===== config.mk =====
export PLATFORM = sky130hd
export DESIGN_NAME = maxpool_cell
export DESIGN_NICKNAME = d
export VERILOG_FILES = /design/src/hdl/ne_stream_pkg.sv /design/src/hdl/maxpool_cell.sv
export VERILOG_INCLUDE_DIRS = /design/src /design/src/hdl
export SDC_FILE = /design/constraint.sdc
export NUM_CORES = 1
export LEC_CHECK = 0
export ABC_AREA = 1
export BUFFER_PORTS_ARGS = -buffer_cell sky130_fd_sc_hd__buf_2
export CAP_MARGIN = 20
export CORE_MARGIN = 2
export CORE_UTILIZATION = 45
export DETAILED_ROUTE_END_ITERATION = 12
export PLACE_DENSITY_LB_ADDON = 0.2
export REMOVE_ABC_BUFFERS = 1
export SYNTH_ARGS = -nofsm -noshare
export SYNTH_HDL_FRONTEND = slang
export SYNTH_SLANG_ARGS = --single-unit

===== constraint.sdc =====
create_clock -name S_AXIS_ACLK -period 3.5 [get_ports S_AXIS_ACLK]
set_input_delay 0.7 -clock S_AXIS_ACLK [delete_from_list [all_inputs] [get_ports S_AXIS_ACLK]]
set_output_delay 0.7 -clock S_AXIS_ACLK [all_outputs]
set_load 0.05 [all_outputs]

===== src/hdl/ne_settings.svh =====
`ifndef NE_SETTINGS_SVH
`define NE_SETTINGS_SVH

// Pixel, coefficient and result word
`define NE_DATA_WIDTH 32

// Pixels in one image row
`define NE_ROW_WIDTH 8

`define NE_KERNEL_SIZE 3   // Window edge

// Row memories in the rotation
`define NE_ROW_BANKS 4

`define NE_FIFO_DEPTH 16   // Output FIFO entries

// Registers between window issue and the FIFO write
// (window register, cell stage one, cell stage two)
`define NE_PIPE_DEPTH 3

`endif

===== src/hdl/ne_stream_pkg.sv =====
`default_nettype none

`include "ne_settings.svh"

package ne_stream_pkg;

	// One signed pixel word
	typedef logic signed [`NE_DATA_WIDTH-1:0] pixel_t;

	// 3x3 window indexed as element r*3+c
	// Row 0 is the oldest row of the pass, column 0 the leftmost pixel
	typedef pixel_t [`NE_KERNEL_SIZE*`NE_KERNEL_SIZE-1:0] window_t;

	typedef logic [$clog2(`NE_ROW_WIDTH)-1:0] col_t;   // Column within a row

	typedef logic [1:0] bank_t;   // Row bank index

endpackage

`default_nettype wire


===== src/hdl/maxpool_cell.sv =====
`default_nettype none

`include "ne_settings.svh"

module maxpool_cell
	import ne_stream_pkg::*;
(
	input  logic    S_AXIS_ACLK,
	input  logic    S_AXIS_ARESETN,
	input  window_t window,
	input  logic    window_valid,
	input  logic    window_last,
	output pixel_t  pool_result,
	output logic    pool_valid,
	output logic    pool_last
);

	localparam int K = `NE_KERNEL_SIZE;

	pixel_t row_max [K];
	logic   row_valid;
	logic   row_last;

	// Signed compare as both sides are pixel_t
	function automatic pixel_t max2(input pixel_t a, input pixel_t b);
		return (a > b) ? a : b;
	endfunction

	always_ff @(posedge S_AXIS_ACLK) begin
		for (int r = 0; r < K; r++) begin
			row_max[r] <= max2(max2(window[r*K], window[r*K + 1]), window[r*K + 2]);
		end
		pool_result <= max2(max2(row_max[0], row_max[1]), row_max[2]);
	end

	always_ff @(posedge S_AXIS_ACLK) begin
		if (!S_AXIS_ARESETN) begin
			row_valid  <= 1'b0;
			row_last   <= 1'b0;
			pool_valid <= 1'b0;
			pool_last  <= 1'b0;
		end else begin
			row_valid  <= window_valid;
			row_last   <= window_last;
			pool_valid <= row_valid;
			pool_last  <= row_last;
		end
	end

endmodule

`default_nettype wire


* Word-level counts from Yosys, hierarchy flattened
Memories as Yosys holds them, arrays and structs flattened.
Index checks and enable logic that the tools add are counted.
Widths: inputs -> output; s select.
** Word-level totals
- Bits in registers :: 36
- RAM bits :: 96
- Input port bits :: 292
- Output and inout port bits :: 34
- Word-level logic and storage cells :: 22
- Memories kept :: 1
** Memory list
- row_max :: depth 3, bits a word 32, read ports 3, clocked after Yosys merged registers in 0, wr ports 3, RTL line maxpool_cell.sv:20 : pixel_t row_max [K];
** Operators by class
- Order comparisons :: 8
- Muxes and demuxes :: 8
** Operator list (count)
- $gt 32x32->1 :: 8
- $mux 32 :: 8

* Logic depth before layout (Yosys ltp)
Gate-level depths: netlist of run 1.
- Depth in word-level cells :: 4
- Depth in mapped cells :: 37
- Gate-level depth less buffers :: 35

* Least setup slack after synthesis of run 1
Ideal clock, no wire load.
- Kind :: in2reg
- Start point :: input port window[159] (netlist name)
- End point :: memory row_max[0][33] (netlist name)
- Data arrival time :: 3.583 ns
- Path slack :: -0.196 ns
- Stages on the path :: 25
- Buffers on the path :: 2
- Cells stage by stage :: inv_1 -> ha_1 -> a21oi_1 -> o21a_1 -> nand2_1 -> a21oi_1 -> nand2_1 -> nand2_2 -> buf_2 -> nand4_1 -> and2_1 -> ha_1 -> a21oi_1 -> nor2_1 -> nor3_1 -> nand2_1 -> a21oi_1 -> nand2_1 -> nand2_1 -> nand2_1 -> nor2_2 -> inv_2 -> buf_2 -> nand2_1 -> nand2_1
** RTL lines
- start: declaration :: RTL line maxpool_cell.sv:10 : input window_t window,
- end: declaration :: RTL line maxpool_cell.sv:20

==> reports/metrics.cfg, run 1 <==
[clock_network]
h-tree-depth = 4
root_buffer = clkbuf_16
numCtsBuffers = 17
insertion_delay_ns = 0.43
cts_num_sinks = 132
clock_path_buffers = 2
cts_tree = yes
hold_buffers = 0
clkTransAtPathRegs_ns = 0.06

[sta]
fin_ws_ns = -0.755
worst_pin_slew_ns = 0.379
skew_ns = 0.0168
hold_violations = 0
report.final.slew_viol_count = 0
fmax_ghz = 0.235
finalSetupViolCount = 128
fin_crit_sh_pct = 122
grt_setup_unrepaired = true
max_slew_margin_pct = 74.9
period_needed_ns = 4.25

[place]
dpl-instance-area_mm2 = 0.0197
io_buffers = 325
gp_congestion = 0.951
hpwl_mm = 38.0

[route]
vias = 19142
route.detailed.drc = 0
drt-pass1-iter-count = 6
vias_per_cell = 5.47
wirelength_mm = 62.6
wl_per_cell_um = 17.9
postRouteAntennaNets = 0
dr.first_iter.drc_count = 1446

[min_path]
hold_path.class = flip-flop to flip-flop
worst_hold_path.num_cells = 2

[yosys]
synth-compound-area-share_pct = 6.43
yosysUniqueCellTypes = 30
synthCells = 2235
yosys_warnings = 0
synthMuxAreaShare_pct = 0
synth-seq-cells = 132
yosys.area_share.adder_pct = 22.5
yosys.area_share.simple_pct = 37.7
seq_area_frac_synth_pct = 18.5
synth_top_family_by_area = simple AND/OR/NAND/NOR gates
syn_area_mm2 = 0.0143
synth_xor_area_share_pct = 0
avgSynthCellArea_um2 = 6.38

[power_and_ir_drop]
ir_drop_mv = 1.10
p_leak_nw = 13.8
pwr_density_cell_mw_per_mm2 = 869

[outcome]
violations = negative setup slack
status = finished, violations left

[die]
die_area_mm2 = 0.0331
die_h_um = 182
start_util_pct = 45.4
die_w_um = 182
io_pins = 326
core_mm2 = 0.0314
rows = 65

[setup_path]
critPathSlowestCell = dfxtp_1
cp_max_fo = 8
cp.arrival_ns = 4.61
end_kind = flip-flop
r2r_cells = 29
max_stage_delay_ns = 0.40
start_kind = flip-flop
worstPathRequired_ns = 3.86
r2r_slack_ns = -0.75
critPathKind = flip-flop to flip-flop
path_common_cell = nand2_1

[global_routing]
grt_usage_pct = 29.4
grt_pass1_vias = 17275
grt_overflow = 0
antenna_found_initial = 0
grt_max_degree = 33
grt_pass1_wl_mm = 79.8

[finish]
finalInstanceArea_mm2 = 0.0249
final_util_pct = 79.4
insertedDiodeCount = 0
syn2layout_area_growth_pct = 74.8
num-nets-final = 3634
drive_above_1_share_pct = 49.1

[job]
drv_cap = 0

==> cells in the final DEF, fill, tap and decap left out, types with 51 or more instances in the layout <==
cell type	n
inv_2	51
nand2_2	137
nand3_1	85
dfxtp_1	109
a21oi_1	78
buf_2	310
and2_1	80
ha_4	108
buf_4	504
ha_1	148
nand2_1	472
inv_1	384
nand4_1	145
==> registers in the layout (all words and copies together), names as in the netlist <==
register     cells
row_max         96
pool_valid       1
pool_result     32
pool_last        1
row_valid        1
row_last         1
==> what timing repair did <==
| item | 4_1_cts | 5_1_grt |
|---|---|---|
| resized for setup | 251 | 513 |
| pin swaps | 128 | 185 |
| endpoints found under the setup margin | 128 | 128 |
| setup buffers | 44 | 41 |
| gates cloned | 12 | 12 |
==> where the power goes <==
part	internal, mW	switching (mW)	total (mW)	leakage, nW
clock network	0.960	0.772	1.73	0.281
registers	2.24	0.527	2.77	1.11
logic	8.01	9.13	17.1	12.4
==> cells by family (layout without fill, tap and decap cells) <==
family / after synthesis / in the layout
AOI/OAI and AO/OA: 170 / 170
adders and majority gates: 256 / 256
buffers and inverters: 518 / 1382
DFF: 132 / 132
and+or+nand+nor: 1159 / 1159
==> area by class of cell <==
| cell class | instances | area (um2) |
|---|---|---|
| Multi-Input combinational cell | 1585 | 12500 |
| Timing Repair Buffer | 904 | 6900 |
| Fill cell | 1956 | 6480 |
| Sequential cell | 132 | 2680 |
| Inverter | 446 | 1730 |
| Tap cell | 402 | 503 |
| Clock buffer | 18 | 439 |
| Clock inverter | 14 | 131 |
==> path summary, 6_finish.rpt <==
path,start,endpoint
min reg2reg,row_valid$_SDFF_PN0_,pool_valid$_SDFF_PN0_
max,row_max[0][48]$_DFF_P_,pool_result[13]$_DFF_P_
min,row_valid$_SDFF_PN0_,pool_valid$_SDFF_PN0_
max reg2reg,row_max[0][48]$_DFF_P_,pool_result[13]$_DFF_P_
==> synthesized netlist by cell type (all sizes together) <==
cell type	number	share of area, %
a21o	6	0.32
a21oi	121	4.2
and2	124	5.4
buf	60	2.8
clkbuf	12	0.32
dfxtp	132	19
ha	256	22
inv	446	12
nand2	655	17
nand3	150	5.6
nand4	146	6.5
nor2	70	2.0
nor3	7	0.32
nor3b	4	0.25
nor4	2	0.18
nor4b	1	0.11
o21a	17	0.90
o21ai	23	0.81
o21bai	3	0.16
==> per-layer routing <==
| layer | track usage (%) | share of wire, % | vias up |
|---|---|---|---|
| li1 | - | - | 8854 |
| met1 | 34.9 | 38 | 8824 |
| met2 | 54.0 | 48 | 1093 |
| met3 | 4.61 | 7.7 | 371 |
| met4 | 9.90 | 6.5 | 0 |
| met5 | 0 | 0 | - |
==> worst max-delay path: cells and delay by family, from the launching register on <==
family | cells | cell delay, ns
simple gates | 17 | 1.79
buf+inv | 6 | 0.88
compound gates | 4 | 0.65
flops | 1 | 0.40
fa+ha+maj | 2 | 0.45
==> metrics by stage <==
step | setup TNS (ns) | hold WS [ns] | instances | total power, mW | worst slack (ns)
after floorplan | -150.62 | 0.386 | 2163 | 8.27 | -1.51
after global placement | -85.59 | 0.391 | 3365 | 12.4 | -0.903
after detailed placement | -92.79 | 0.401 | 3365 | 12.7 | -0.979
after CTS | -32.03 | 0.416 | 3453 | 17.8 | -0.359
after global routing | -88.13 | 0.437 | 3501 | 22.6 | -0.893
final | -63.15 | 0.412 | 3501 | 21.6 | -0.755
Power figures use the tool's default switching activity.
==> inputs of run 2 (changes only) <==
ABC_AREA = default   (was 1)
TNS_END_PERCENT = 20   (was default)
==> run 2 against run 1 <==
The flow still finishes with violations (negative setup slack); routed wire length decreased by 33%; count of clock-buffer cells in the layout unchanged; total power decreased by 44%; cell area decreased by 24%; via count decreased by 30%; sequential power decreased by 16%; clock power increased by 9%; synthesized cell count decreased by 34%; maximum frequency decreased by 12%; first-iteration DRC count decreased by 49%.
==> reports/metrics.cfg, run 2 <==
[route]
wirelength_mm = 42.2  ; -33%
drt-pass1-iter-count = 8  ; +2
wl_per_cell_um = 17.0  ; -5.0%
postRouteAntennaNets = 0  ; unchanged
route.detailed.drc = 0  ; unchanged
vias_per_cell = 5.38  ; -1.7%
vias = 13365  ; -30%
dr.first_iter.drc_count = 744  ; -49%

[clock_network]
cts_num_sinks = 132  ; unchanged
hold_buffers = 0  ; unchanged
root_buffer = clkbuf_16
clkTransAtPathRegs_ns = 0.06  ; about the same
h-tree-depth = 4  ; unchanged
clock_path_buffers = 2  ; unchanged
insertion_delay_ns = 0.42  ; about the same
numCtsBuffers = 17  ; unchanged
cts_tree = yes

[finish]
top_regs = row_max x96, pool_result x32
final_cell_mix = buf_2 (326), inv_1 (288), buf_4 (288)
num-nets-final = 2633  ; -28%
final_common_cell = buf_2
largest-register = row_max
fillCellCount = 2439  ; +25%
syn2layout_area_growth_pct = 43.9
drive_above_1_share_pct = 45.8  ; -3.3 points
finalInstanceArea_mm2 = 0.0189  ; -24%
largest_register_ffs = 96  ; unchanged

[setup_path]
max_stage_delay_ns = 0.42  ; +0.02 ns
worstPathRequired_ns = 3.81  ; -0.05 ns
path_common_cell = a21o_1
end_kind = flip-flop
start_kind = flip-flop
critPathKind = flip-flop to flip-flop
crit_chain = inv_4, ha_4, nand4_1, or3_4, a21o_1, o211ai_1, a21o_1, o21ai_4, buf_2, a222oi_1, buf_4, ha_1, a21o_1, a21oi_2, o21a_1, o221ai_2, a221o_1, o21ai_4, buf_12, buf_12, mux2_4
critPathSlowestCell = or3_4
cp_max_fo = 7  ; -1
cp.arrival_ns = 5.16  ; +0.55 ns

[global_routing]
grt_overflow = 0  ; unchanged
antenna_found_initial = 7  ; +7
grt_usage_pct = 26.8  ; -2.6 points
grt_pass1_wl_mm = 65.9  ; -17%
grt_pass1_vias = 13519  ; -22%
grt_max_degree = 65  ; +97%

[sta]
hold_violations = 0  ; unchanged
grt_setup_unrepaired = true
report.final.slew_viol_count = 0  ; unchanged
fin_ws_ns = -1.35  ; -0.598 ns
worst_pin_slew_ns = 0.665  ; +0.286 ns
fin_crit_sh_pct = 139  ; +17 points
period_needed_ns = 4.85  ; +0.598 ns
finalSetupViolCount = 128  ; unchanged
skew_ns = 0.0110  ; -0.00582 ns
fmax_ghz = 0.206  ; -12%
max_slew_margin_pct = 55.7  ; -19 points
whs_ns = 0.437  ; +0.0251 ns

[die]
io_pins = 326  ; unchanged
start_util_pct = 45.7  ; +0.29 points
die_h_um = 175  ; -4.0%
core_mm2 = 0.0287  ; -8.6%
rows = 62  ; -4.6%
die_area_mm2 = 0.0305  ; -7.8%
die_w_um = 175  ; -4.0%

[yosys]
synth_edf_count = 0  ; unchanged
synth-seq-cells = 132  ; unchanged
synthFlopType = dfxtp_1
yosys_warnings = 0  ; unchanged
synth_area_leaders = ha_1 (24%), dfxtp_1 (20%), mux2_2 (13%)
syn_area_mm2 = 0.0131  ; -8.0%
yosysUniqueCellTypes = 55  ; +83%
netlist_top_cells_count = inv_1 (293), ha_1 (256), mux2_2 (155)
seq_area_frac_synth_pct = 20.2  ; +1.6 points
synthMostInstantiatedCell = inv_1
avgSynthCellArea_um2 = 8.87  ; +39%
async_flop_share_pct = 0  ; unchanged
synth_top_cell_area_share_pct = 24.4  ; +2.0 points
synthCells = 1479  ; -34%
yosys.area.top_type = ha_1

[power_and_ir_drop]
total_power_mw = 12.0  ; -44%
p_leak_nw = 10.1  ; -27%
ir_drop_mv = 0.938  ; -14%
pwr_density_cell_mw_per_mm2 = 638  ; -27%

[place]
hpwl_mm = 33.7  ; -11%
dpl-instance-area_mm2 = 0.0172  ; -13%
gp_congestion = 0.963  ; +1.3%
io_buffers = 325  ; unchanged

[job]
drv_cap = 0  ; unchanged

[outcome]
status = finished, violations left
violations = negative setup slack

[min_path]
hold_path.class = flip-flop to flip-flop

run 2: changes by cell type after synthesis, moves of 55 or more:
cell	delta
a21o_1	+55
and2_1	-119
inv_1	-149
mux2_2	+155
nand2_1	-624
nand3_1	-130
nand4_1	-88
run 2: path summary, 6_finish.rpt:
kind	start	to	slack, ns	depth (start not counted)
worst max register to register	row_max[0][40]$_DFF_P_	pool_result[3]$_DFF_P_	-1.35	21
worst min-delay path	row_valid$_SDFF_PN0_	pool_valid$_SDFF_PN0_	0.44	1
worst max-delay path	row_max[0][40]$_DFF_P_	pool_result[3]$_DFF_P_	-1.35	21
worst min register to register	row_valid$_SDFF_PN0_	pool_valid$_SDFF_PN0_	0.44	1
run 2: cells by family (layout without fill, tap and decap cells):
group	count (synthesis)	count (layout)	share of synthesized area (%)
buffers and inverters	344	961	10.4
other	0	6	0
DFF	132	132	20.2
muxes	223	223	18.8
AOI/OAI and AO/OA	352	352	18.9
adders and majority gates	256	256	24.4
and+or+nand+nor	172	172	7.34
run 2: per-layer routing:
metal	wire length, um	GRT usage (%)
met3	2200	3.76
met1	18000	32.8
met2	21000	48.3
met4	1010	8.54
met5	0	0
run 2: worst max-delay path: cells and delay by family, from the launching register on:
| kind | cells | cell delay (ns) |
|---|---|---|
| multiplexers | 1 | 0.32 |
| flip-flops | 1 | 0.40 |
| adder cells (fa/ha/maj) | 2 | 0.49 |
| AO/OA/AOI/OAI | 11 | 2.16 |
| AND/OR/NAND/NOR | 2 | 0.60 |
| buffers and inverters | 5 | 0.75 |
run 2: area by class of cell:
class                           instances  area, um2  share of cell area, %
Timing Repair Buffer                  637       4140                   22.0
Inverter                              294       1110                   5.88
Antenna cell                            6       15.0                 0.0796
Clock inverter                         12        183                  0.968
Clock buffer                           18        429                   2.27
Multi-Input combinational cell       1003       9830                   52.1
Sequential cell                       132       2670                   14.2
Tap cell                              384        480                   2.55
run 2: power by group:
group | internal (mW) | total (mW) | switching [mW] | leakage, nW
sequential | 2.01 | 2.33 | 0.318 | 1.11
clock | 1.19 | 1.89 | 0.707 | 0.288
combinational | 3.95 | 7.82 | 3.88 | 8.68
total | 7.14 | 12.0 | 4.90 | 10.1
run 2: what timing repair did:
action / in CTS / in global routing
gates cloned: 3 / 0
pin swaps: 52 / 22
buffers inserted: 20 / 9
endpoints found under the setup margin: 128 / 128
gates resized for setup: 118 / 52
run 2: per-stage QoR:
step	setup TNS, ns	instances	setup WS [ns]	util [%]
3_3_place_gp	-190.61	2421	-1.64	60.0
2_1_floorplan	-390.91	1429	-3.46	-
5_1_grt	-146.65	2483	-1.46	65.7
6_report	-124.05	2486	-1.35	65.7
4_1_cts	-120.25	2473	-1.27	64.5
3_5_place_dp	-195.76	2421	-1.64	60.0
