**src/hdl/ne_settings.svh**
```systemverilog
`ifndef NE_SETTINGS_SVH
`define NE_SETTINGS_SVH

// Pixel, coefficient and result word
`define NE_DATA_WIDTH 32

// Pixels in one image row
`define NE_ROW_WIDTH 8

`define NE_KERNEL_SIZE 3   // Window edge

// Row memories in the rotation
`define NE_ROW_BANKS 4

`define NE_FIFO_DEPTH 16   // Output FIFO entries

// Registers between window issue and the FIFO write
// (window register, cell stage one, cell stage two)
`define NE_PIPE_DEPTH 3

`endif
```
**src/hdl/ne_cell_pkg.sv**
```systemverilog
`default_nettype none

`include "ne_settings.svh"

package ne_cell_pkg;

	// Reduction applied to each window
	typedef enum logic {
		CELL_POOL = 1'b0,   // Signed maximum
		CELL_CONV = 1'b1    // Multiply-accumulate with bias
	} cell_mode_t;

	typedef logic signed [`NE_DATA_WIDTH-1:0] coeff_t;   // Kernel tap or bias

	// Same element order as window_t
	typedef coeff_t [`NE_KERNEL_SIZE*`NE_KERNEL_SIZE-1:0] kernel_t;

endpackage

`default_nettype wire

```
**src/hdl/ne_stream_pkg.sv**
```systemverilog
`default_nettype none

`include "ne_settings.svh"

package ne_stream_pkg;

	// One signed pixel word
	typedef logic signed [`NE_DATA_WIDTH-1:0] pixel_t;

	// 3x3 window indexed as element r*3+c
	// Row 0 is the oldest row of the pass, column 0 the leftmost pixel
	typedef pixel_t [`NE_KERNEL_SIZE*`NE_KERNEL_SIZE-1:0] window_t;

	typedef logic [$clog2(`NE_ROW_WIDTH)-1:0] col_t;   // Column within a row

	typedef logic [1:0] bank_t;   // Row bank index

endpackage

`default_nettype wire

```
**src/hdl/result_fifo.sv**
```systemverilog
`default_nettype none

`include "ne_settings.svh"

module result_fifo
	import ne_stream_pkg::*, ne_cell_pkg::*;
(
	input  logic       S_AXIS_ACLK,
	input  logic       S_AXIS_ARESETN,
	input  cell_mode_t cell_mode,
	input  pixel_t     conv_result,
	input  logic       conv_valid,
	input  logic       conv_last,
	input  pixel_t     pool_result,
	input  logic       pool_valid,
	input  logic       pool_last,
	output logic       space_ok,
	output pixel_t     m_axis_tdata,
	output logic       m_axis_tvalid,
	output logic       m_axis_tlast,
	input  logic       m_axis_tready
);

	localparam int PTR_W = $clog2(`NE_FIFO_DEPTH);
	localparam int CNT_W = PTR_W + 1;

	pixel_t           fifo_data [`NE_FIFO_DEPTH];
	logic             fifo_tlast [`NE_FIFO_DEPTH];
	logic [PTR_W-1:0] wr_ptr;
	logic [PTR_W-1:0] rd_ptr;
	logic [CNT_W-1:0] fifo_count;
	pixel_t           sel_result;
	logic             sel_last;
	logic             fifo_wr;
	logic             fifo_rd;
	logic             fifo_full;
	logic             push;

	always_comb begin
		if (cell_mode == CELL_CONV) begin
			sel_result = conv_result;
			sel_last   = conv_last;
			fifo_wr    = conv_valid;
		end else begin
			sel_result = pool_result;
			sel_last   = pool_last;
			fifo_wr    = pool_valid;
		end
	end

	assign fifo_full = (fifo_count == CNT_W'(`NE_FIFO_DEPTH));
	assign push      = fifo_wr && !fifo_full;
	assign fifo_rd   = m_axis_tvalid && m_axis_tready;

	// Room for every window already in flight plus one more
	assign space_ok = (fifo_count <= CNT_W'(`NE_FIFO_DEPTH - `NE_PIPE_DEPTH - 1));

	assign m_axis_tvalid = (fifo_count != '0);
	assign m_axis_tdata  = fifo_data[rd_ptr];
	assign m_axis_tlast  = m_axis_tvalid && fifo_tlast[rd_ptr];

	always_ff @(posedge S_AXIS_ACLK) begin
		if (push) begin
			fifo_data[wr_ptr]  <= sel_result;
			fifo_tlast[wr_ptr] <= sel_last;
		end
	end

	always_ff @(posedge S_AXIS_ACLK) begin
		if (!S_AXIS_ARESETN) begin
			wr_ptr     <= '0;
			rd_ptr     <= '0;
			fifo_count <= '0;
		end else begin
			if (push)
				wr_ptr <= wr_ptr + 1'b1;
			if (fifo_rd)
				rd_ptr <= rd_ptr + 1'b1;
			if (push && !fifo_rd)
				fifo_count <= fifo_count + 1'b1;
			else if (fifo_rd && !push)
				fifo_count <= fifo_count - 1'b1;
		end
	end

endmodule

`default_nettype wire

```
**config.mk**
```make
export PLATFORM = sky130hd
export DESIGN_NAME = result_fifo
export DESIGN_NICKNAME = d
export VERILOG_FILES = /design/src/hdl/ne_cell_pkg.sv /design/src/hdl/ne_stream_pkg.sv /design/src/hdl/result_fifo.sv
export VERILOG_INCLUDE_DIRS = /design/src /design/src/hdl
export SDC_FILE = /design/constraint.sdc
export NUM_CORES = 1
export LEC_CHECK = 0
export ABC_AREA = 1
export BUFFER_PORTS_ARGS = -buffer_cell sky130_fd_sc_hd__clkbuf_2
export CAP_MARGIN = 20
export CORE_MARGIN = 3
export CORE_UTILIZATION = 55
export DETAILED_ROUTE_END_ITERATION = 8
export HOLD_SLACK_MARGIN = 0.05
export PLACE_DENSITY = 0.82
export SLEW_MARGIN = 0
export SYNTH_ARGS = -nofsm -noshare
export SYNTH_HDL_FRONTEND = slang
export SYNTH_SLANG_ARGS = --single-unit
```
**constraint.sdc**
```tcl
create_clock -name S_AXIS_ACLK -period 2.7 [get_ports S_AXIS_ACLK]
set_input_delay 0.135 -clock S_AXIS_ACLK [delete_from_list [all_inputs] [get_ports S_AXIS_ACLK]]
set_output_delay 0.135 -clock S_AXIS_ACLK [all_outputs]
set_load 0.02 [all_outputs]
```
==> Word level (Yosys, flattened, before mapping) <==
Memory sizes are Yosys's and may differ from the RTL's. A register that Yosys moved wholly into a read port is not among the register bits.
Index checks and enable logic that the tools add are counted.
{ "totals": {"regBits": 13, "mem_bits_rw": 528, "in_bits": 72, "wordCells": 32, "memories": 2} }
{ "classes": {"addsub": 4, "n_lt_le_gt_ge": 1, "n_eq_ne": 1, "n_mux": 11, "reduce_logical": 10} }
{ "memory_table": {"columns": ["memory", "depth", "width", "rd", "rd_ports_with_merged_regs", "write_ports", "line_no", "rtl"], "rows": [
  ["fifo_data", 16, 32, 1, 1, 1, "result_fifo.sv:27", "pixel_t fifo_data [`NE_FIFO_DEPTH];"],
  ["fifo_tlast", 16, 1, 1, 1, 1, "result_fifo.sv:28", "logic fifo_tlast [`NE_FIFO_DEPTH];"]
]} }
{ "op_table": {"columns": ["operator", "count"], "rows": [
  ["$mux W32", 1],
  ["$mux W4", 4],
  ["$mux W5", 2],
  ["$add A4 B1 Y4 const B", 2],
  ["$add A5 B1 Y5 const B", 1],
  ["$eq A5 B5 Y1 const B", 1],
  ["$le A5 B4 Y1 const B", 1],
  ["$logic_and A1 B1 Y1", 5],
  ["$reduce_bool A5 Y1", 1],
  ["$sub A5 B1 Y5 const B", 1],
  ["$mux W1", 4],
  ["$logic_not A1 Y1", 3],
  ["$reduce_bool A2 Y1", 1]
]} }

==> Logic depth before layout (Yosys ltp) <==
Gate-level depths: netlist of run 1.
{ "logic_depth": {"word_depth": 7, "ltp_mapped": 15} }

==> Least setup slack after synthesis of run 1 <==
OpenSTA, ideal clock, no wires.
{ "synth_path": {"kind": "reg-to-reg", "start": "reg fifo_count[0]", "end": "mem fifo_data[11][0] in the netlist's numbering (enable)", "setup_ps": 423, "arrival_time_ps": 2272, "required_time_ps": 2277, "setup_slack_ps": 5, "stages_incl_launch_ff": 7, "synth_period_minus_slack_ps": 2695, "path_cell_list": "dfxtp_1 > nor2_1 > nand4_1 > nand2_1 > inv_1 > nand2_1 > nor2_1"} }
{ "synth_between": {"elab_chain_cells": 5} }
{ "synth_lines": {"columns": ["element", "line_no", "rtl"], "rows": [
  ["start, declared", "result_fifo.sv:31", "logic [CNT_W-1:0] fifo_count;"],
  ["start signal, assigned", "result_fifo.sv:80", "fifo_count <= fifo_count + 1'b1;"],
  ["start signal, assigned", "result_fifo.sv:82", "fifo_count <= fifo_count - 1'b1;"],
  ["$eq A5 B5 Y1", "result_fifo.sv:51", "assign fifo_full = (fifo_count == CNT_W'(`NE_FIFO_DEPTH));"],
  ["$logic_not A1 Y1", "result_fifo.sv:52", "assign push = fifo_wr && !fifo_full;"],
  ["$logic_and A1 B1 Y1", "result_fifo.sv:52", null],
  ["named net push", "result_fifo.sv:37", "logic push;"],
  ["$mux W1", "result_fifo.sv:63", "if (push) begin"],
  ["$mux W1 (implied by the code)", "result_fifo.sv:64", "fifo_data[wr_ptr] <= sel_result;"],
  ["end, declared", "result_fifo.sv:27", null]
]} }
The timed path passes the listed nets, and every way through them passes these cells.

==> results.cfg, run 1 <==
[setup_path]
cp-end-kind = output pin
ff2ff_setup_slack_ns = 0.36
start_kind = register
r2r_start = fifo_count[0]
crit_required_ns = 2.57
path_class = register to output pin
critPathMaxFanout = 17
ff2ff_path_depth = 12
worstPathArrival_ns = 2.48
reg2reg_to = fifo_count[3]

[logic_synthesis]
syn_inst = 1711
synthArstFlopShare_pct = 0
ys_ff_latch = 545
yosys_warnings = 0
synth_fp_nets = 1794
synth_edf_count = 528
ys.flop_type = edfxtp_1
yosysSeqAreaShare_pct = 72.8
yosysUniqueCellTypes = 26
synth.avg_cell_area_um2 = 13.0
syn_area_um2 = 22200

[routing]
drc = 0
dr.pass1.iters = 8
routed_wl_mm = 55.0
post_drt_wl_per_cell_um = 22.9
drt_first_iter_violations = 1786
ant_nets = 0
viasPerCell = 6.16
vias = 14700

[die]
coreArea_um2 = 39800
start_util_pct = 55.9
die_w_um = 207
die_area_um2 = 42900
rows = 73
io_pins = 107
die_y_um = 207

[sta]
fin_skew_ns = 0.0304
rsz0062_at_grt = yes
finalMaxSlewViolations = 0
finalHoldViolations = 0
relSlewSlack_pct = 57.0
finalSetupViolations = 0
tightest_slew_ns = 0.646
max_freq_ghz = 0.383
period_needed_ns = 2.61
setup_ws_ns = 0.0861
period_share_pct = 96.8

[power_and_ir_drop]
p_clk_share_pct = 31.5
total_power_mw = 22.1
power.leakage_nw = 8.72
p_int_mw = 15.2
sw_frac_of_total_pct = 31.2
combPwrFrac_pct = 24.3
netSwitchingPower_mw = 6.91
powerDensity_nw_per_um2 = 872
p_seq_share_pct = 44.1
worst_ir_drop_vdd_v = 0.000602

[cells_and_area]
drive_above_1_share_pct = 15.8
nNetsFinal = 1914
syn2layout_area_growth_pct = 14.2
postLayoutCellArea_um2 = 25400
antennaDiodeCount = 0

[clock_network]
cts_tree = done
cts_made_buffers = 52
cts_root_buf = clkbuf_16
insertion_delay_ns = 0.61
clock_sinks = 545
htreeDepth = 2
cts.path.max_buffers = 3
clk_pin_slew_ns = 0.06

[grt]
antenna_found_initial = 0
first_global_vias = 14700
grt_pass1_wl_mm = 82.0
grt_use_total_pct = 24.4
gr-total-overflow = 0
grt_max_degree = 177

[placed_design]
gp_congestion = 0.799
place_ws_ns = 0.295
postPlaceCellArea_um2 = 23500
dpl.hpwl_mm = 29.4
io_buffers = 106

[hold_path]
hold_class = primary input to register
hold_path_depth = 2
min_from = pool_result[23]
hold_end = fifo_data[10][23]

[run_status]
status = complete, no violations

[run]
drv_cap = 0
[flip-flops by register name (all words and copies together) (netlist names), named ones only]
name / count
fifo_data: 512
rd_ptr: 4
fifo_tlast: 16
fifo_count: 5
wr_ptr: 4
[routing by layer]
| layer | vias to the layer above | routed length [um] | track usage [%] |
|---|---|---|---|
| met2 | 948 | 26500 | 39.2 |
| met4 | 0 | 2290 | 11.9 |
| met5 | - | 0 | 0 |
| met1 | 7123 | 20300 | 32.0 |
| li1 | 6494 | - | - |
| met3 | 183 | 5940 | 5.29 |
[stage by stage]
step	instances	util (%)	hold slack (ns)	TNS (ns)
CTS	2391	63.5	0.0545	-0.0851
floorplan	1711	-	0.255	0
detailed placement	2287	59.1	0.434	0
global route	2395	63.8	0.0958	-0.00865
finish	2395	63.8	0.0740	0
global placement	2287	59.1	0.440	0
[layout by cell type (no fill, tap or decap), drive strengths merged, types with 21 or more instances in the layout]
cell type / count
o21ai: 234
mux2: 33
o211ai: 160
nand3: 79
edfxtp: 528
clkbuf: 172
nor2: 235
inv: 114
buf: 59
a21oi: 69
nand2: 113
clkinv: 21
[layout make-up]
type / count / area (um2)
Fill cell: 2730 / 14400
Timing Repair Buffer: 177 / 1370
Clock buffer: 64 / 1350
Multi-Input combinational cell: 942 / 5130
Inverter: 113 / 438
Clock inverter: 29 / 264
Sequential cell: 545 / 16200
Tap cell: 525 / 657
[synth_stat cells (2+ instances only)]
| cell | instances | share of area, % |
|---|---|---|
| edfxtp_1 | 528 | 71 |
| nor2_1 | 235 | 4.0 |
| o21ai_0 | 175 | 3.9 |
| o211ai_1 | 160 | 5.4 |
| nand2_1 | 113 | 1.9 |
| inv_1 | 111 | 1.9 |
| nand3_1 | 79 | 1.8 |
| a21oi_1 | 68 | 1.5 |
| o21ai_1 | 59 | 1.3 |
| clkbuf_1 | 48 | 0.81 |
| mux2_2 | 33 | 1.7 |
| buf_2 | 24 | 0.54 |
| buf_6 | 17 | 0.86 |
| dfxtp_1 | 17 | 1.5 |
| ha_1 | 10 | 0.56 |
| buf_1 | 9 | 0.15 |
| buf_4 | 9 | 0.30 |
| clkbuf_2 | 3 | 0.067 |
| inv_2 | 2 | 0.034 |
| nand4_1 | 2 | 0.056 |
| nor3_1 | 2 | 0.045 |
| xnor2_1 | 2 | 0.079 |
| xor2_1 | 2 | 0.079 |
[kinds of logic after synthesis]
kind of cell / after synthesis / synth area share [%]
flops: 545 / 72.8
fa+ha+maj: 11 / 0.652
buf+inv: 224 / 4.73
compound gates: 463 / 12.2
simple gates: 431 / 7.75
xor+xnor: 4 / 0.158
mux: 33 / 1.67
[critical path, stage by stage (launching register included)]
cell	delay, ns
dfxtp_2	0.59
inv_2	0.34
buf_4	0.31
o211ai_1	0.15
nand3_1	0.15
nand2_1	0.16
clkbuf_2	0.19
[worst max-delay path by stage]
stage                       start                to  cells after the start  slack [ns]
floorplan           fifo_count[0]  fifo_data[11][0]                      6       0.005
global placement    fifo_count[0]     fifo_count[3]                     12        0.50
detailed placement  fifo_count[0]     fifo_count[3]                     12        0.29
CTS                      register  m_axis_tdata[30]                      8       -0.05
global route             register   m_axis_tdata[5]                      6      -0.009
finish                   register  m_axis_tdata[26]                      6        0.09
[power groups by stage]
| stage | clock, mW | combinational (mW) | sequential [mW] |
|---|---|---|---|
| 2_1_floorplan | 0 | 3.67 | 9.85 |
| 3_3_place_gp | 0 | 4.80 | 9.94 |
| 3_5_place_dp | 0 | 5.01 | 9.96 |
| 4_1_cts | 7.06 | 5.14 | 9.76 |
| 5_1_grt | 7.35 | 5.87 | 9.79 |
| 6_report | 6.98 | 5.39 | 9.77 |
[repair_timing]
item,in CTS,in global routing
gates cloned,0,2
setup buffers,1,2
pin swaps,0,1
hold endpoints to repair,49,0
hold buffers,10,0
resized for setup,0,11
setup endpoints to repair,8,25
(Power assumes the default switching activity.)
==> inputs of run 2 (changes only) <==
Settings changed: CTS_BUF_LIST set to sky130_fd_sc_hd__clkbuf_16.
==> results.cfg, run 2 (synthesis results as in run 1) <==
[clock_network]
cts.path.max_buffers = 3
insertion_delay_ns = 0.61
clock_sinks = 545
cts_tree = done
cts_made_buffers = 52
htreeDepth = 2
clk_pin_slew_ns = 0.07
cts_root_buf = clkbuf_16

[routing]
ant_nets = 0
viasPerCell = 6.16
post_drt_wl_per_cell_um = 23.0
drc = 0
vias = 14700
drt_first_iter_violations = 1709
routed_wl_mm = 55.2
dr.pass1.iters = 6

[grt]
use_met3_pct = 5.29
grt_use_total_pct = 24.4
first_global_vias = 14700
gr-usage-met2_pct = 39.2
gr-total-overflow = 0
use_met1_pct = 32.0
grt-busiest-layer = met2
antenna_found_initial = 0
grt_max_degree = 177
grt_pass1_wl_mm = 82.0

[setup_path]
ff2ff_path_depth = 12
worstPathCellList = inv_2, buf_4, o211ai_1, nand3_1, nand2_1, clkbuf_2
cp.buffers_inverters = 3
cpMaxStageDelayCell = dfxtp_2
slowest_delay_ns = 0.59
ff2ff_setup_slack_ns = 0.34
crit_required_ns = 2.57
start_kind = register
crit_family = buffers and inverters
critPathMaxFanout = 17
cp-end-kind = output pin
worstPathArrival_ns = 2.47
reg2reg_to = fifo_count[3]
path_class = register to output pin
r2r_start = fifo_count[0]

[sta]
fin_skew_ns = 0.0314
max_freq_ghz = 0.384
finalMaxSlewViolations = 0
rsz0062_at_grt = yes
period_share_pct = 96.5
relSlewSlack_pct = 56.5
period_needed_ns = 2.61
finalSetupViolations = 0
setup_tns_ns = 0
tightest_slew_ns = 0.651
finalHoldViolations = 0

[cells_and_area]
largest_register = fifo_data
antennaDiodeCount = 0
final_util_pct = 63.8
syn2layout_area_growth_pct = 14.2
drive_above_1_share_pct = 15.8
stdcell_count = 2395
final_cell_mix = edfxtp_1, nor2_1, o21ai_0, o211ai_1, inv_1
largest_register_ffs = 512
nNetsFinal = 1914
top_regs = fifo_data x512, fifo_tlast x16, fifo_count x5
final_common_cell = edfxtp_1

[die]
die_w_um = 207
coreArea_um2 = 39800
start_util_pct = 55.9
die_y_um = 207
rows = 73
io_pins = 107
die_area_um2 = 42900

[placed_design]
dpl.hpwl_mm = 29.4
io_buffers = 106
dp_cells = 2287
gp_congestion = 0.799

[power_and_ir_drop]
power.leakage_nw = 8.76
worst_ir_drop_vdd_v = 0.000603
powerDensity_nw_per_um2 = 871

[hold_path]
hold_end = fifo_data[10][23]
hold_class = primary input to register
hold_path_depth = 2
min_from = pool_result[23]

[run_status]
status = complete, no violations

[run]
drv_cap = 0
[run 2: cell count changes in the layout (fill, tap and decap cells not counted)]
| cell | delta |
|---|---|
| clkbuf_1 | -12 |
| inv_1 | +12 |
[run 2: timing repair]
action | 4_1_cts | 5_1_grt
pin swaps | 0 | 1
gates resized for setup | 0 | 11
setup buffers | 1 | 2
hold buffers | 10 | 0
hold endpoints to repair | 49 | 0
gates cloned | 0 | 2
endpoints found under the setup margin | 8 | 25
[run 2: layout make-up]
type                       count  area [um2]
clock buffer                  52        1300
fill                        2730       14400
clock inverter                41         309
inverter                     113         438
multi-input combinational    942        5130
sequential                   545       16200
timing repair buffer         177        1370
tap                          525         657
[run 2: worst max-delay path by stage]
stage	end	start	cells past startpoint	slack [ns]
3_3_place_gp	fifo_count[3]	fifo_count[0]	12	0.50
2_1_floorplan	fifo_data[11][0]	fifo_count[0]	6	0.005
5_1_grt	m_axis_tdata[5]	register	6	-0.009
4_1_cts	m_axis_tdata[30]	register	8	-0.05
3_5_place_dp	fifo_count[3]	fifo_count[0]	12	0.29
6_report	m_axis_tdata[26]	register	6	0.09
[run 2: per-layer routing]
layer | wire [um] | share of wire (%)
met3 | 5870 | 11
met2 | 26600 | 48
met1 | 20400 | 37
met5 | 0 | 0
met4 | 2320 | 4.2
[run 2: through the flow]
step	hold WS (ns)	cell area (um2)	setup WS, ns	total power, mW
4_1_cts	0.0543	25300	-0.0477	21.9
2_1_floorplan	0.255	22200	0.00468	13.5
3_3_place_gp	0.440	23500	0.498	14.7
5_1_grt	0.0956	25400	-0.00865	23.0
3_5_place_dp	0.434	23500	0.295	15.0
6_report	0.0676	25400	0.0932	22.1
[run 2: where the power goes]
part           switching [mW]  internal [mW]  total [mW]
clock network            3.08           3.88        6.96
registers               0.172           9.60        9.77
logic                    3.68           1.71        5.39
