==> config.mk <==
export PLATFORM = sky130hd
export DESIGN_NAME = row_controller
export DESIGN_NICKNAME = d
export VERILOG_FILES = /design/src/hdl/ne_stream_pkg.sv /design/src/hdl/row_controller.sv
export VERILOG_INCLUDE_DIRS = /design/src /design/src/hdl
export SDC_FILE = /design/constraint.sdc
export NUM_CORES = 1
export LEC_CHECK = 0
export ABC_AREA = 1
export BUFFER_PORTS_ARGS = -buffer_cell sky130_fd_sc_hd__buf_2
export CORE_MARGIN = 2
export CORE_UTILIZATION = 25
export CTS_CLUSTER_SIZE = 14
export DETAILED_ROUTE_END_ITERATION = 10
export SLEW_MARGIN = 10
export SYNTH_ARGS = -nofsm -noshare
export SYNTH_HDL_FRONTEND = slang
export SYNTH_SLANG_ARGS = --single-unit
export TNS_END_PERCENT = 50
==> constraint.sdc <==
create_clock -name S_AXIS_ACLK -period 1.95 [get_ports S_AXIS_ACLK]
set_clock_uncertainty 0.2 [all_clocks]
set_input_delay 0.585 -clock S_AXIS_ACLK [delete_from_list [all_inputs] [get_ports S_AXIS_ACLK]]
set_output_delay 0.585 -clock S_AXIS_ACLK [all_outputs]
set_load 0.05 [all_outputs]
==> src/hdl/ne_settings.svh <==
`ifndef NE_SETTINGS_SVH
`define NE_SETTINGS_SVH

// Pixel, coefficient and result word
`define NE_DATA_WIDTH 32

// Pixels in one image row
`define NE_ROW_WIDTH 8

`define NE_KERNEL_SIZE 3   // Window edge

// Row memories in the rotation
`define NE_ROW_BANKS 4

`define NE_FIFO_DEPTH 16   // Output FIFO entries

// Registers between window issue and the FIFO write
// (window register, cell stage one, cell stage two)
`define NE_PIPE_DEPTH 3

`endif
==> src/hdl/ne_stream_pkg.sv <==
`default_nettype none

`include "ne_settings.svh"

package ne_stream_pkg;

	// One signed pixel word
	typedef logic signed [`NE_DATA_WIDTH-1:0] pixel_t;

	// 3x3 window indexed as element r*3+c
	// Row 0 is the oldest row of the pass, column 0 the leftmost pixel
	typedef pixel_t [`NE_KERNEL_SIZE*`NE_KERNEL_SIZE-1:0] window_t;

	typedef logic [$clog2(`NE_ROW_WIDTH)-1:0] col_t;   // Column within a row

	typedef logic [1:0] bank_t;   // Row bank index

endpackage

`default_nettype wire

==> src/hdl/row_controller.sv <==
`default_nettype none

`include "ne_settings.svh"

module row_controller
	import ne_stream_pkg::*;
(
	input  logic  S_AXIS_ACLK,
	input  logic  S_AXIS_ARESETN,
	input  logic  s_axis_tvalid,
	input  logic  s_axis_tlast,
	output logic  s_axis_tready,
	input  logic  space_ok,
	output logic  wr_en,
	output bank_t wr_bank,
	output col_t  wr_col,
	output logic  win_valid,
	output logic  win_last,
	output col_t  win_col,
	output bank_t win_top_bank
);

	localparam int LAST_COL = `NE_ROW_WIDTH - 1;
	localparam int LAST_WIN = `NE_ROW_WIDTH - `NE_KERNEL_SIZE;   // Column of the final window
	localparam int FULL_ROWS = `NE_KERNEL_SIZE - 1;

	logic [1:0] row_count;   // Saturating count of earlier rows in this frame
	logic       row_done;
	logic       queue_pass;
	logic       pass_active;
	logic       pass_busy;
	logic       pass_pending;
	bank_t      pending_top;
	bank_t      new_top;
	logic       row_held;

	assign s_axis_tready = !row_held;
	assign wr_en         = s_axis_tvalid && s_axis_tready;

	// A row closes on its last column, or early on a frame end
	assign row_done   = wr_en && ((wr_col == col_t'(LAST_COL)) || s_axis_tlast);
	assign queue_pass = wr_en && (wr_col == col_t'(LAST_COL))
		&& (row_count == 2'(FULL_ROWS));
	assign new_top    = bank_t'(wr_bank - 2'd2);   // Oldest of the newest three rows

	assign win_valid = pass_active && space_ok;
	assign win_last  = win_valid && (win_col == col_t'(LAST_WIN));
	assign pass_busy = pass_active && !win_last;   // Still reading banks next cycle

	// Input position within the frame
	always_ff @(posedge S_AXIS_ACLK) begin
		if (!S_AXIS_ARESETN) begin
			wr_col    <= '0;
			wr_bank   <= '0;
			row_count <= '0;
		end else if (wr_en) begin
			if (row_done) begin
				wr_col  <= '0;
				wr_bank <= bank_t'(wr_bank + 2'd1);
			end else begin
				wr_col <= col_t'(wr_col + 1'b1);
			end

			if (s_axis_tlast)
				row_count <= '0;   // Next frame starts from scratch
			else if (row_done && row_count != 2'(FULL_ROWS))
				row_count <= row_count + 2'd1;
		end
	end

	// Pass sequencing with one queued pass behind the running one
	always_ff @(posedge S_AXIS_ACLK) begin
		if (!S_AXIS_ARESETN) begin
			pass_active  <= 1'b0;
			pass_pending <= 1'b0;
			pending_top  <= '0;
			win_top_bank <= '0;
			win_col      <= '0;
			row_held     <= 1'b0;
		end else begin
			if (win_valid)
				win_col <= win_last ? '0 : col_t'(win_col + 1'b1);

			if (win_last) begin
				pass_active  <= pass_pending;
				win_top_bank <= pending_top;
				pass_pending <= 1'b0;
				row_held     <= 1'b0;   // Oldest bank of the old pass is free again
			end

			// The next write bank would be the top of the running pass
			if (row_done && pass_busy)
				row_held <= 1'b1;

			if (queue_pass) begin
				if (pass_busy) begin
					pass_pending <= 1'b1;
					pending_top  <= new_top;
				end else begin
					pass_active  <= 1'b1;
					win_top_bank <= new_top;
				end
			end
		end
	end

endmodule

`default_nettype wire

# --- Word-level counts from Yosys, hierarchy flattened ---
# Cells that the tools add are included.
word_totals:
  ff_bits: 17
  input_bits: 5
  output_inout_bits: 14
  elab_cells: 50
op_classes:
  add_sub_neg: 5
  eq_ne: 4
  n_mux: 15
  reduce_logical: 17
ops:
  columns: ["operator", "count"]
  rows:
  - ["2-bit 2-to-1 mux", 5]
  - ["1-bit logical AND", 9]
  - ["1-bit 2-to-1 mux", 8]
  - ["3-bit by 1-bit adder with 3-bit output (second input constant)", 2]
  - ["3-bit equality test (second input constant)", 2]
  - ["3-bit 2-to-1 mux", 2]
  - ["2-bit AND reduction", 3]
  - ["2-bit by 1-bit adder with 2-bit output (second input constant)", 2]
  - ["2-bit nonzero test", 2]
  - ["2-bit equality test (second input constant)", 1]
  - ["1-bit logical NOT", 2]
  - ["2-bit inequality test (second input constant)", 1]
  - ["2-bit subtractor (second input constant)", 1]
  - ["1-bit logical OR", 1]

# --- Depth between registers and ports, before layout ---
# Gate-level depths: netlist (run 1).
depth:
  ltp_word: 6
  depth_mapped: 9
  depth_no_buf: 9

# --- Worst setup path before layout (run 1) ---
# OpenSTA, ideal clock, no wires.
synth_path:
  path_type: "register -> output"
  startpoint: "register win_col[0]"
  endpoint: "output port win_last"
  arrival_ps: 1362
  t_required_ps: 1165
  path_slack_ps: -197
  stages_incl_launch_ff: 4
  n_path_buf: 0
  path_cell_list: "dfxtp_1 -> ha_1 -> nand2_1 -> nor2_4"
synth_via:
  elab_chain_cells: 2
synth_rtl:
  columns: ["element", "line_no", "source"]
  rows:
  - ["start, declared", "row_controller.sv:19", "output col_t win_col,"]
  - ["start signal, assigned", "row_controller.sv:82", "win_col <= win_last ? '0 : col_t'(win_col + 1'b1);"]
  - ["3-bit equality test", "row_controller.sv:47", "assign win_last = win_valid && (win_col == col_t'(LAST_WIN));"]
  - ["1-bit logical AND", "row_controller.sv:47", null]
  - ["end, declared", "row_controller.sv:18", "output logic win_last,"]
# Every way passes these cells.

# --- Worst setup path in the final report (run 1) ---
layout_path:
  startpoint: "register win_col[1]"
  endpoint: "output port win_last"
# Same word-level chain as after synthesis.

==> results.tsv, run 1 <==
stage	metric	value	unit
run_status	status	finished, final reports clean	
critical_path	Critical Path Source Type	flop	
logic_synthesis	Synthesis Warnings	0	
routing	drc violations	0	
placement	placed inst area	1040	sq um
finish	Area growth, synth to finish	33.4	%
placement	Post-Place Cells	188	
logic_synthesis	largest area contributor in the netlist	dfxtp_1	
die	Core Region	3310	sq um
sta	Tcrit/Tclk final	99.7	%
logic_synthesis	Seq/Total Area, Yosys	39.5	%
logic_synthesis	Syn Nets	131	
critical_path	Crit Path Max Fanout	2	
finish	layout cells sized above 1	34.2	%
grt	first-pass GRT wire length	3240	um
routing	drt pass-1 iters	4	
min_path	Hold Path Depth	2	
grt	Total Routing Usage GR	10.4	%
logic_synthesis	main flop type after synthesis	dfxtp_1	
placement	number of port buffers	18	
logic_synthesis	Post-Syn Area	861	sq um
grt	vias in the first global route	738	
grt	GRT Residual Overflow	0	
logic_synthesis	syn_area_per_cell	7.11	sq um
finish	nets	163	
finish	Final Instance Area	1150	sq um
routing	DR vias	805	
grt	largest net degree at the start of global routing	12	
finish	fin util	34.7	%
routing	Post-DRT Antenna Nets	0	
finish	Non-Filler Instances	198	
power_and_ir_drop	leakage power	0.572	nW
logic_synthesis	Post-synth ARST share	0	%
routing	DR iter-0 viols	23	
clock_network	H-tree depth	1	
routing	vias per inst	4.07	
die	# IOs	19	
critical_path	endpoint class of the critical path	output pin	
sta	endpoints failing setup	0	
sta	Final min period	1.94	ns
die	die height	62.7	um
logic_synthesis	Synth Register Bits	17	
power_and_ir_drop	Tot Pwr	0.000635	W
sta	Max Freq	514	MHz
power_and_ir_drop	Worst VDD drop	0.000352	V
die	Rows	21	
run	max cap viols	0	
clock_network	CTS max path bufs	2	
critical_path	worst endpoint required time	1.16	ns
clock_network	clock sinks	17	
logic_synthesis	Synth cell types	17	
clock_network	Root Buffer	clkbuf_4	
die	width of the die	62.7	um
sta	Tightest Pin Transition	0.287	ns
placement	Post-DP HPWL	1300	um
clock_network	Clock Pin Slew Worst Setup and Hold Paths	0.12	ns
routing	Routed Wire Length	1820	um
sta	Relative slew margins	80.9	%
placement	routability cong.	0.717	
clock_network	CTS tree	built	
logic_synthesis	Yosys top cell area share	39.5	%
die	die area	3930	sq um
logic_synthesis	most frequent cells after synthesis	nand2_1, dfxtp_1, inv_1, nor2_1, nand3_1	
clock_network	clock latency on the worst-skew pair	0.30	ns
sta	Final Max Tran Viols	0	
routing	Avg WL per Cell	9.19	um
min_path	Worst Hold Class	flop to flop	
logic_synthesis	synth top area cells	dfxtp_1, nand2_1, ha_1, inv_1, nor2_1	
critical_path	Reg2Reg Depth	12	
grt	antenna violations before repair	0	
logic_synthesis	count leader, synth	nand2_1	
die	Starting Density	26.0	%
power_and_ir_drop	Power Density	553	nW/um^2
logic_synthesis	Gate Count Post-Synth	121	
clock_network	cts bufs inserted	3	
sta	Fin. Hold Viols	0	
critical_path	WS Path Type	flop to output pin	
sta	RSZ-0062 raised after global routing	true	
logic_synthesis	EDFF count, synth	0	
finish	diode count	0	
critical_path	WP data arrival	1.16	ns
## kinds of logic (layout without fill, tap and decap cells)
| family | after synthesis | count (layout) | synth area share (%) |
|---|---|---|---|
| simple gates | 63 | 63 | 32.8 |
| buf+inv | 21 | 52 | 9.59 |
| compound gates | 13 | 13 | 8.72 |
| xor+xnor | 2 | 2 | 2.04 |
| flops | 17 | 17 | 39.5 |
| fa+ha+maj | 5 | 5 | 7.27 |
## sequential cells by signal (all words and copies together), names as in the netlist
signal	count
pending_top	2
pass_pending	1
wr_col	3
wr_bank	2
row_count	2
win_col	3
win_top_bank	2
pass_active	1
row_held	1
## per-stage QoR
step	hold WS, ns	setup slack [ns]	setup TNS, ns
after floorplan	0.244	0.0274	0
after global placement	0.262	0.00924	0
after detailed placement	0.256	-0.00303	-0.00303
after CTS	0.273	0.000597	0
after global routing	0.308	-0.0504	-0.0504
final	0.273	0.00560	0
## critical path, stage by stage (launching register included)
cell and delay (ns):
dfxtp_2 0.34, inv_2 0.06, ha_4 0.13, nand2_4 0.05, nor2_4 0.11, buf_8 0.15
## worst paths after layout
path / startpoint / endpoint / slack [ns]
worst min-delay path: row_count[1]$_SDFFE_PN0P_ / row_count[1]$_SDFFE_PN0P_ / 0.27
worst min register to register: row_count[1]$_SDFFE_PN0P_ / row_count[1]$_SDFFE_PN0P_ / 0.27
worst max register to register: win_col[1]$_SDFFE_PN0P_ / win_top_bank[0]$_SDFF_PN0_ / 0.14
worst max-delay path: win_col[1]$_SDFFE_PN0P_ / win_last / 0.006
## cell usage in the layout, fill, tap and decap left out, drive strengths merged, types with 2 or more instances in the layout
master,synthesis,layout
nand2,32,32
o21ai,5,5
a21oi,7,7
dfxtp,17,17
clkbuf,1,3
ha,5,5
xor2,2,2
nor2,20,20
nand3,11,11
inv,19,19
buf,1,29
## final cells by class
cell class / count / area, sq um
fill: 363 / 2160
clock inverter: 1 / 5.00
timing repair buffer: 29 / 183
inverter: 19 / 71.3
multi-input combinational: 83 / 465
sequential: 17 / 344
clock buffer: 3 / 22.5
tap: 46 / 57.6
## repair_timing
item / CTS / global route
resized for setup: 7 / 3
pin swaps: 2 / 5
hold buffers: 0 / 0
buffers inserted: 7 / 0
endpoints found under the setup margin: 1 / 8
## report_power, final
part / leakage (nW) / internal (W) / switching, W
Sequential: 0.139 / 0.000354 / 0.00000569
Clock: 0.0177 / 0.0000765 / 0.000126
Combinational: 0.415 / 0.0000207 / 0.0000526
## layer usage
layer | part of all wire, % | up-vias | GRT usage (%)
li1 | - | 435 | -
met1 | 48 | 353 | 12.2
met2 | 46 | 15 | 17.3
met3 | 5.3 | 2 | 4.50
met4 | 0.55 | 0 | 2.50
met5 | 0 | - | 0
Power figures use the tool's default switching activity.
==> run 2: changes to the inputs <==
--- a/config.mk
+++ b/config.mk
@@ -8,7 +8,7 @@
 export LEC_CHECK = 0
 export ABC_AREA = 1
 export BUFFER_PORTS_ARGS = -buffer_cell sky130_fd_sc_hd__buf_2
-export CORE_MARGIN = 2
+export CORE_MARGIN = 5
 export CORE_UTILIZATION = 25
 export CTS_CLUSTER_SIZE = 14
 export DETAILED_ROUTE_END_ITERATION = 10
==> run 2 against run 1 <==
  * Total power fell by 2.5%
  * Clock power fell by 7%
  * Critical path depth did not move
  * Setup slack improved by 0.031 ns
  * Largest power group unchanged
==> results.tsv, run 2 (synthesized netlist as in run 1, its figures left out) <==
stage	metric	value	unit	change
run_status	status	finished, final reports clean		
critical_path	Crit Path Max Fanout	2		unchanged
placement	number of port buffers	18		unchanged
sta	Tcrit/Tclk final	98.1	%	-1.6 points
power_and_ir_drop	leakage power	0.559	nW	-2.3%
sta	RSZ-0062 raised after global routing	true		
critical_path	CP bufs+invs	2		unchanged
finish	diode count	0		unchanged
finish	Final Instance Area	1120	sq um	-2.7%
clock_network	H-tree depth	1		unchanged
grt	GRT Residual Overflow	0		unchanged
sta	Relative slew margins	81.9	%	+1.0 points
finish	most common cell after layout, fill and taps aside	nand2_1		
sta	Final min period	1.91	ns	-0.0314 ns
routing	vias per inst	4.04		-0.61%
die	die height	68.7	um	+9.6%
critical_path	Critical Path Source Type	flop		
critical_path	worst endpoint required time	1.16	ns	about the same
routing	DR vias	788		-2.1%
finish	fillers	373		+2.8%
clock_network	clock sinks	17		unchanged
power_and_ir_drop	Tot Pwr	0.000620	W	-2.5%
run	max cap viols	0		unchanged
die	Core Region	3340	sq um	+0.79%
die	die area	4720	sq um	+20%
critical_path	worst reg-to-reg setup slack	0.31	ns	+0.17 ns
clock_network	CTS tree	built		
clock_network	CTS max path bufs	2		unchanged
die	# IOs	19		unchanged
die	width of the die	68.7	um	+9.6%
sta	endpoints failing setup	0		unchanged
finish	layout cells sized above 1	31.5	%	-2.7 points
routing	Avg WL per Cell	9.05	um	-1.6%
grt	vias in the first global route	752		+1.9%
critical_path	critical path, cell by cell	inv_2 -> ha_4 -> nand2_4 -> nor2_4 -> buf_8		
critical_path	WP data arrival	1.13	ns	-0.03 ns
power_and_ir_drop	Worst VDD drop	0.000177	V	-50%
routing	Routed Wire Length	1760	um	-3.1%
finish	commonest cells after routing, fill and taps aside	nand2_1, buf_2, nor2_1, inv_1, dfxtp_1		
power_and_ir_drop	Power Density	555	nW/um^2	+0.26%
sta	Fin. Hold Viols	0		unchanged
placement	Post-DP HPWL	1370	um	+5.9%
placement	routability cong.	0.725		+1.2%
clock_network	Clock Pin Slew Worst Setup and Hold Paths	0.10	ns	-0.02 ns
grt	antenna violations before repair	0		unchanged
critical_path	WS Path Type	flop to output pin		
grt	Total Routing Usage GR	8.65	%	-1.7 points
routing	DR iter-0 viols	26		+13%
clock_network	cts bufs inserted	3		unchanged
clock_network	Root Buffer	clkbuf_4		
critical_path	Crit-path slowest cell	dfxtp_2		
sta	Max Freq	523	MHz	+1.6%
placement	placed inst area	1040	sq um	unchanged
routing	drt pass-1 iters	4		unchanged
finish	Area growth, synth to finish	29.8	%	
min_path	Worst Hold Class	flop to flop		
die	Rows	21		unchanged
critical_path	endpoint class of the critical path	output pin		
grt	largest net degree at the start of global routing	12		unchanged
critical_path	Worst path max stage delay	0.33	ns	about the same
die	Starting Density	25.8	%	-0.20 points
routing	Post-DRT Antenna Nets	0		unchanged
grt	first-pass GRT wire length	3090	um	-4.7%
clock_network	hold-fix buffers at CTS	0		unchanged
finish	nets	160		-1.8%
clock_network	clock latency on the worst-skew pair	0.28	ns	-0.02 ns
finish	largest registers	win_col x3, wr_col x3		
sta	Tightest Pin Transition	0.272	ns	-0.0149 ns
routing	drc violations	0		unchanged
critical_path	Crit path max-delay family	flip-flops		
sta	Setup TNS	0	ns	unchanged
sta	Final Max Tran Viols	0		unchanged
[run 2: cell count changes in the layout (fill, tap and decap cells not counted)]
cell      change
buf_4         -3
o21ai_4       -1
o21ai_2       +1
inv_1         +1
clkbuf_1      +1
clkinv_2      -1
inv_2         -1
[run 2: layout make-up]
cell class / instances / area [sq um] / share of cell area (%)
Timing Repair Buffer: 26 / 160 / 14.3
Multi-Input combinational cell: 83 / 458 / 41.0
Clock buffer: 4 / 26.3 / 2.35
Sequential cell: 17 / 344 / 30.8
Tap cell: 46 / 57.6 / 5.15
Inverter: 19 / 71.3 / 6.38
[run 2: tightest hold or removal path, delay by kind of cell, from the launching register on]
kind | cells | cell delay [ns]
flip-flops | 1 | 0.32
AND/OR/NAND/NOR | 2 | 0.11
[run 2: final timing paths]
path                           start                     endpoint  depth (start not counted)
max          win_col[1]$_SDFFE_PN0P_                     win_last                          5
min          pass_pending$_SDFF_PN0_      pass_pending$_SDFF_PN0_                          2
max reg2reg   wr_col[0]$_SDFFE_PN0P_  pending_top[0]$_SDFFE_PN0P_                          8
min reg2reg  pass_pending$_SDFF_PN0_      pass_pending$_SDFF_PN0_                          2
[run 2: repair_timing]
item                       4_1_cts  5_1_grt
pin swaps                        1        2
buffers inserted                 3        0
setup endpoints to repair        1        1
resized for setup                3        5
[run 2: per-layer routing]
layer / GRT usage [%] / part of all wire, % / up-vias
met4: 3.72 / 0.34 / 0
li1: - / - / 428
met5: 0 / 0 / -
met1: 10.5 / 50 / 341
met2: 14.2 / 45 / 17
met3: 2.43 / 4.6 / 2
[run 2: per-stage QoR]
stage	utilization [%]	worst slack [ns]	hold WS, ns	std cells
after floorplan	-	0.0274	0.244	121
after global placement	31.1	0.0345	0.257	188
after detailed placement	31.1	0.0170	0.263	188
after CTS	32.8	0.0144	0.279	195
after global routing	33.5	-0.0361	0.311	195
final	33.5	0.0370	0.276	195
[run 2: power by group]
| group | internal, W | switching, W | leakage, nW |
|---|---|---|---|
| clock network | 0.0000793 | 0.000109 | 0.0150 |
| logic | 0.0000205 | 0.0000520 | 0.404 |
| registers | 0.000354 | 0.00000555 | 0.139 |
| total | 0.000453 | 0.000166 | 0.559 |
==> run 3: changes to the inputs <==
--- a/config.mk
+++ b/config.mk
@@ -9,9 +9,10 @@
 export ABC_AREA = 1
 export BUFFER_PORTS_ARGS = -buffer_cell sky130_fd_sc_hd__buf_2
 export CORE_MARGIN = 5
-export CORE_UTILIZATION = 25
+export CORE_UTILIZATION = 45
 export CTS_CLUSTER_SIZE = 14
 export DETAILED_ROUTE_END_ITERATION = 10
+export PLACE_DENSITY = 0.68
 export SLEW_MARGIN = 10
 export SYNTH_ARGS = -nofsm -noshare
 export SYNTH_HDL_FRONTEND = slang
==> constraint.sdc (replaced) <==
create_clock -name S_AXIS_ACLK -period 2 [get_ports S_AXIS_ACLK]
set_clock_uncertainty 0.2 [all_clocks]
set_input_delay 0.6 -clock S_AXIS_ACLK [delete_from_list [all_inputs] [get_ports S_AXIS_ACLK]]
set_output_delay 0.6 -clock S_AXIS_ACLK [all_outputs]
set_load 0.05 [all_outputs]
==> run 3 against run 2 <==
  * Critical path depth is the same
  * Design area shrank 2.1%
  * Non-clock buffer count is the same
  * Total power shrank 1.9%
  * Hold slack gained 0.0019 ns
  * Via count grew 3.0%
  * Critical path type unchanged
  * Largest power group unchanged
==> results.tsv, run 3 (synthesized netlist as in run 1, its figures left out) <==
stage	metric	value	unit	change
power_and_ir_drop	Logic pwr share	11.6	%	about the same
sta	Worst Setup Slack, final	0.0586	ns	+0.0216 ns
sta	endpoints failing setup	0		unchanged
placement	routability cong.	0.780		+7.5%
critical_path	reg2reg end	pending_top[0]$_SDFFE_PN0P_		
clock_network	CTS max path bufs	2		unchanged
critical_path	Critical Path Source Type	flop		
grt	Total Routing Usage GR	14.4	%	+5.8 points
finish	Storage cell area	344	sq um	unchanged
critical_path	endpoint class of the critical path	output pin		
sta	Max Freq	515	MHz	
finish	fillers	196		-47%
critical_path	worst endpoint required time	1.20	ns	+0.04 ns
die	Core Region	1760	sq um	-47%
routing	vias per inst	4.67		+15%
die	# IOs	19		unchanged
finish	diode count	0		unchanged
finish	commonest cells after routing, fill and taps aside	nand2_1, nor2_1, buf_2, inv_1, dfxtp_1		
grt	vias in the first global route	742		-1.3%
power_and_ir_drop	sw frac	27.2	%	+0.40 points
routing	Post-DRT Antenna Nets	0		unchanged
grt	first-pass GRT wire length	3070	um	-0.68%
finish	Area growth, synth to finish	27.0	%	
routing	drc violations	0		unchanged
routing	drt pass-1 iters	4		unchanged
power_and_ir_drop	Power Density	556	nW/um^2	+0.19%
power_and_ir_drop	leakage power	0.558	nW	-0.13%
finish	Non-Filler Instances	174		-11%
sta	Fin. Hold Viols	0		unchanged
grt	antenna violations before repair	0		unchanged
min_path	worst hold start	pass_pending$_SDFF_PN0_		
power_and_ir_drop	Seq pwr share	57.6	%	-0.3 points
die	die height	53.7	um	-22%
clock_network	Root Buffer	clkbuf_4		
critical_path	WP data arrival	1.14	ns	about the same
grt	largest net degree at the start of global routing	12		unchanged
power_and_ir_drop	Clk pwr share	30.7	%	+0.3 points
clock_network	clock latency on the worst-skew pair	0.29	ns	about the same
critical_path	Reg2Reg Depth	8		unchanged
run	max cap viols	0		unchanged
sta	Tightest Pin Transition	0.294	ns	+0.0222 ns
min_path	Hold Path Depth	2		unchanged
die	width of the die	53.7	um	-22%
clock_network	Clock Pin Slew Worst Setup and Hold Paths	0.10	ns	about the same
finish	Final Instance Area	1090	sq um	-2.1%
placement	Post-Place Cells	166		-12%
power_and_ir_drop	Cell Int Power	0.000442	W	-2.5%
clock_network	cts bufs inserted	3		unchanged
critical_path	Crit Path Max Fanout	3		+1
routing	DR vias	812		+3.0%
finish	layout cells sized above 1	31.5	%	unchanged
placement	Post-DP HPWL	1350	um	-1.7%
sta	Relative slew margins	80.4	%	-1.5 points
die	Rows	15		-29%
min_path	worst hold endpoint	pass_pending$_SDFF_PN0_		
placement	dpl ws	0.0306	ns	+0.0136 ns
finish	largest registers	win_col x3, wr_col x3		
min_path	Worst Hold Class	flop to flop		
critical_path	worst reg-to-reg setup slack	0.33	ns	+0.02 ns
clock_network	H-tree depth	1		unchanged
clock_network	CTS tree	built		
power_and_ir_drop	Net Switching	0.000166	W	-0.47%
grt	GRT Residual Overflow	0		unchanged
die	Starting Density	48.8	%	+23 points
clock_network	hold-fix buffers at CTS	0		unchanged
finish	most common cell after layout, fill and taps aside	nand2_1		
sta	Final min period	1.94	ns	
sta	Final Max Tran Viols	0		unchanged
critical_path	WS Path Type	flop to output pin		
placement	number of port buffers	18		unchanged
routing	DR iter-0 viols	10		-62%
routing	Routed Wire Length	1780	um	+0.79%
sta	Tcrit/Tclk final	97.1	%	
run_status	status	finished, final reports clean		
placement	placed inst area	1000	sq um	-3.4%
clock_network	clock sinks	17		unchanged
die	die area	2890	sq um	-39%
finish	footprint of the multi-input gates	458	sq um	unchanged
power_and_ir_drop	Worst VDD drop	0.000333	V	+88%
critical_path	worst reg2reg startpoint	wr_col[0]$_SDFFE_PN0P_		
routing	Avg WL per Cell	10.2	um	+13%
finish	nets	160		unchanged
run 3: cell types whose count changed in the layout (fill, tap and decap cells not counted), sizes merged:
cell / previous run / this run
clkbuf: 4 / 5
buf: 26 / 25
run 3: layer usage:
layer | up-vias | GRT usage [%] | wire length [um]
li1 | 431 | - | -
met1 | 360 | 19.4 | 846
met2 | 19 | 22.4 | 828
met3 | 2 | 4.16 | 94
met4 | 0 | 3.83 | 9
met5 | - | 0 | 0
run 3: how the worst max path moves through the flow:
stage / from / end / slack, ns / cells after the start
6_report: win_col[1]$_SDFFE_PN0P_ / win_last / 0.06 / 5
3_3_place_gp: space_ok / win_last / 0.04 / 4
5_1_grt: win_col[1]$_SDFFE_PN0P_ / win_last / -0.0002 / 5
4_1_cts: win_col[1]$_SDFFE_PN0P_ / win_last / 0.009 / 5
2_1_floorplan: win_col[1]$_SDFFE_PN0P_ / win_last / 0.03 / 4
3_5_place_dp: space_ok / win_last / 0.03 / 4
run 3: repair_timing:
action | CTS | global route
endpoints found under the hold margin | 0 | 0
endpoints found under the setup margin | 1 | 2
setup buffers | 2 | 2
resized for setup | 4 | 6
pin swaps | 0 | 2
cloned | 0 | 0
run 3: power groups by stage:
| stage | clock network, W | registers (W) | logic [W] |
|---|---|---|---|
| after CTS | 0.000191 | 0.000350 | 0.0000709 |
| after global placement | 0 | 0.000358 | 0.0000697 |
| after floorplan | 0 | 0.000369 | 0.0000423 |
| after global routing | 0.000211 | 0.000352 | 0.0000777 |
| after detailed placement | 0 | 0.000358 | 0.0000707 |
| final | 0.000187 | 0.000350 | 0.0000708 |
run 3: layout make-up:
| type | count | area share [%] |
|---|---|---|
| multi-input cells | 83 | 41.9 |
| flip-flops and latches | 17 | 31.5 |
| repair buffers | 26 | 14.9 |
| inverters | 19 | 6.52 |
| well taps | 25 | 2.86 |
| clock buffers | 4 | 2.40 |
run 3: through the flow:
step	setup TNS, ns	total power, W	hold WS, ns	util [%]
after floorplan	0	0.000411	0.244	-
after global placement	0	0.000427	0.255	56.9
after detailed placement	0	0.000429	0.264	56.9
after CTS	0	0.000613	0.278	59.8
after global routing	-0.000202	0.000641	0.296	62.0
final	0	0.000608	0.278	62.0
run 3: critical path, cell delays in order (launching register included):
cell,delay [ns]
dfxtp_2,0.34
inv_2,0.05
ha_4,0.13
nand2_4,0.05
nor2_4,0.13
buf_8,0.15
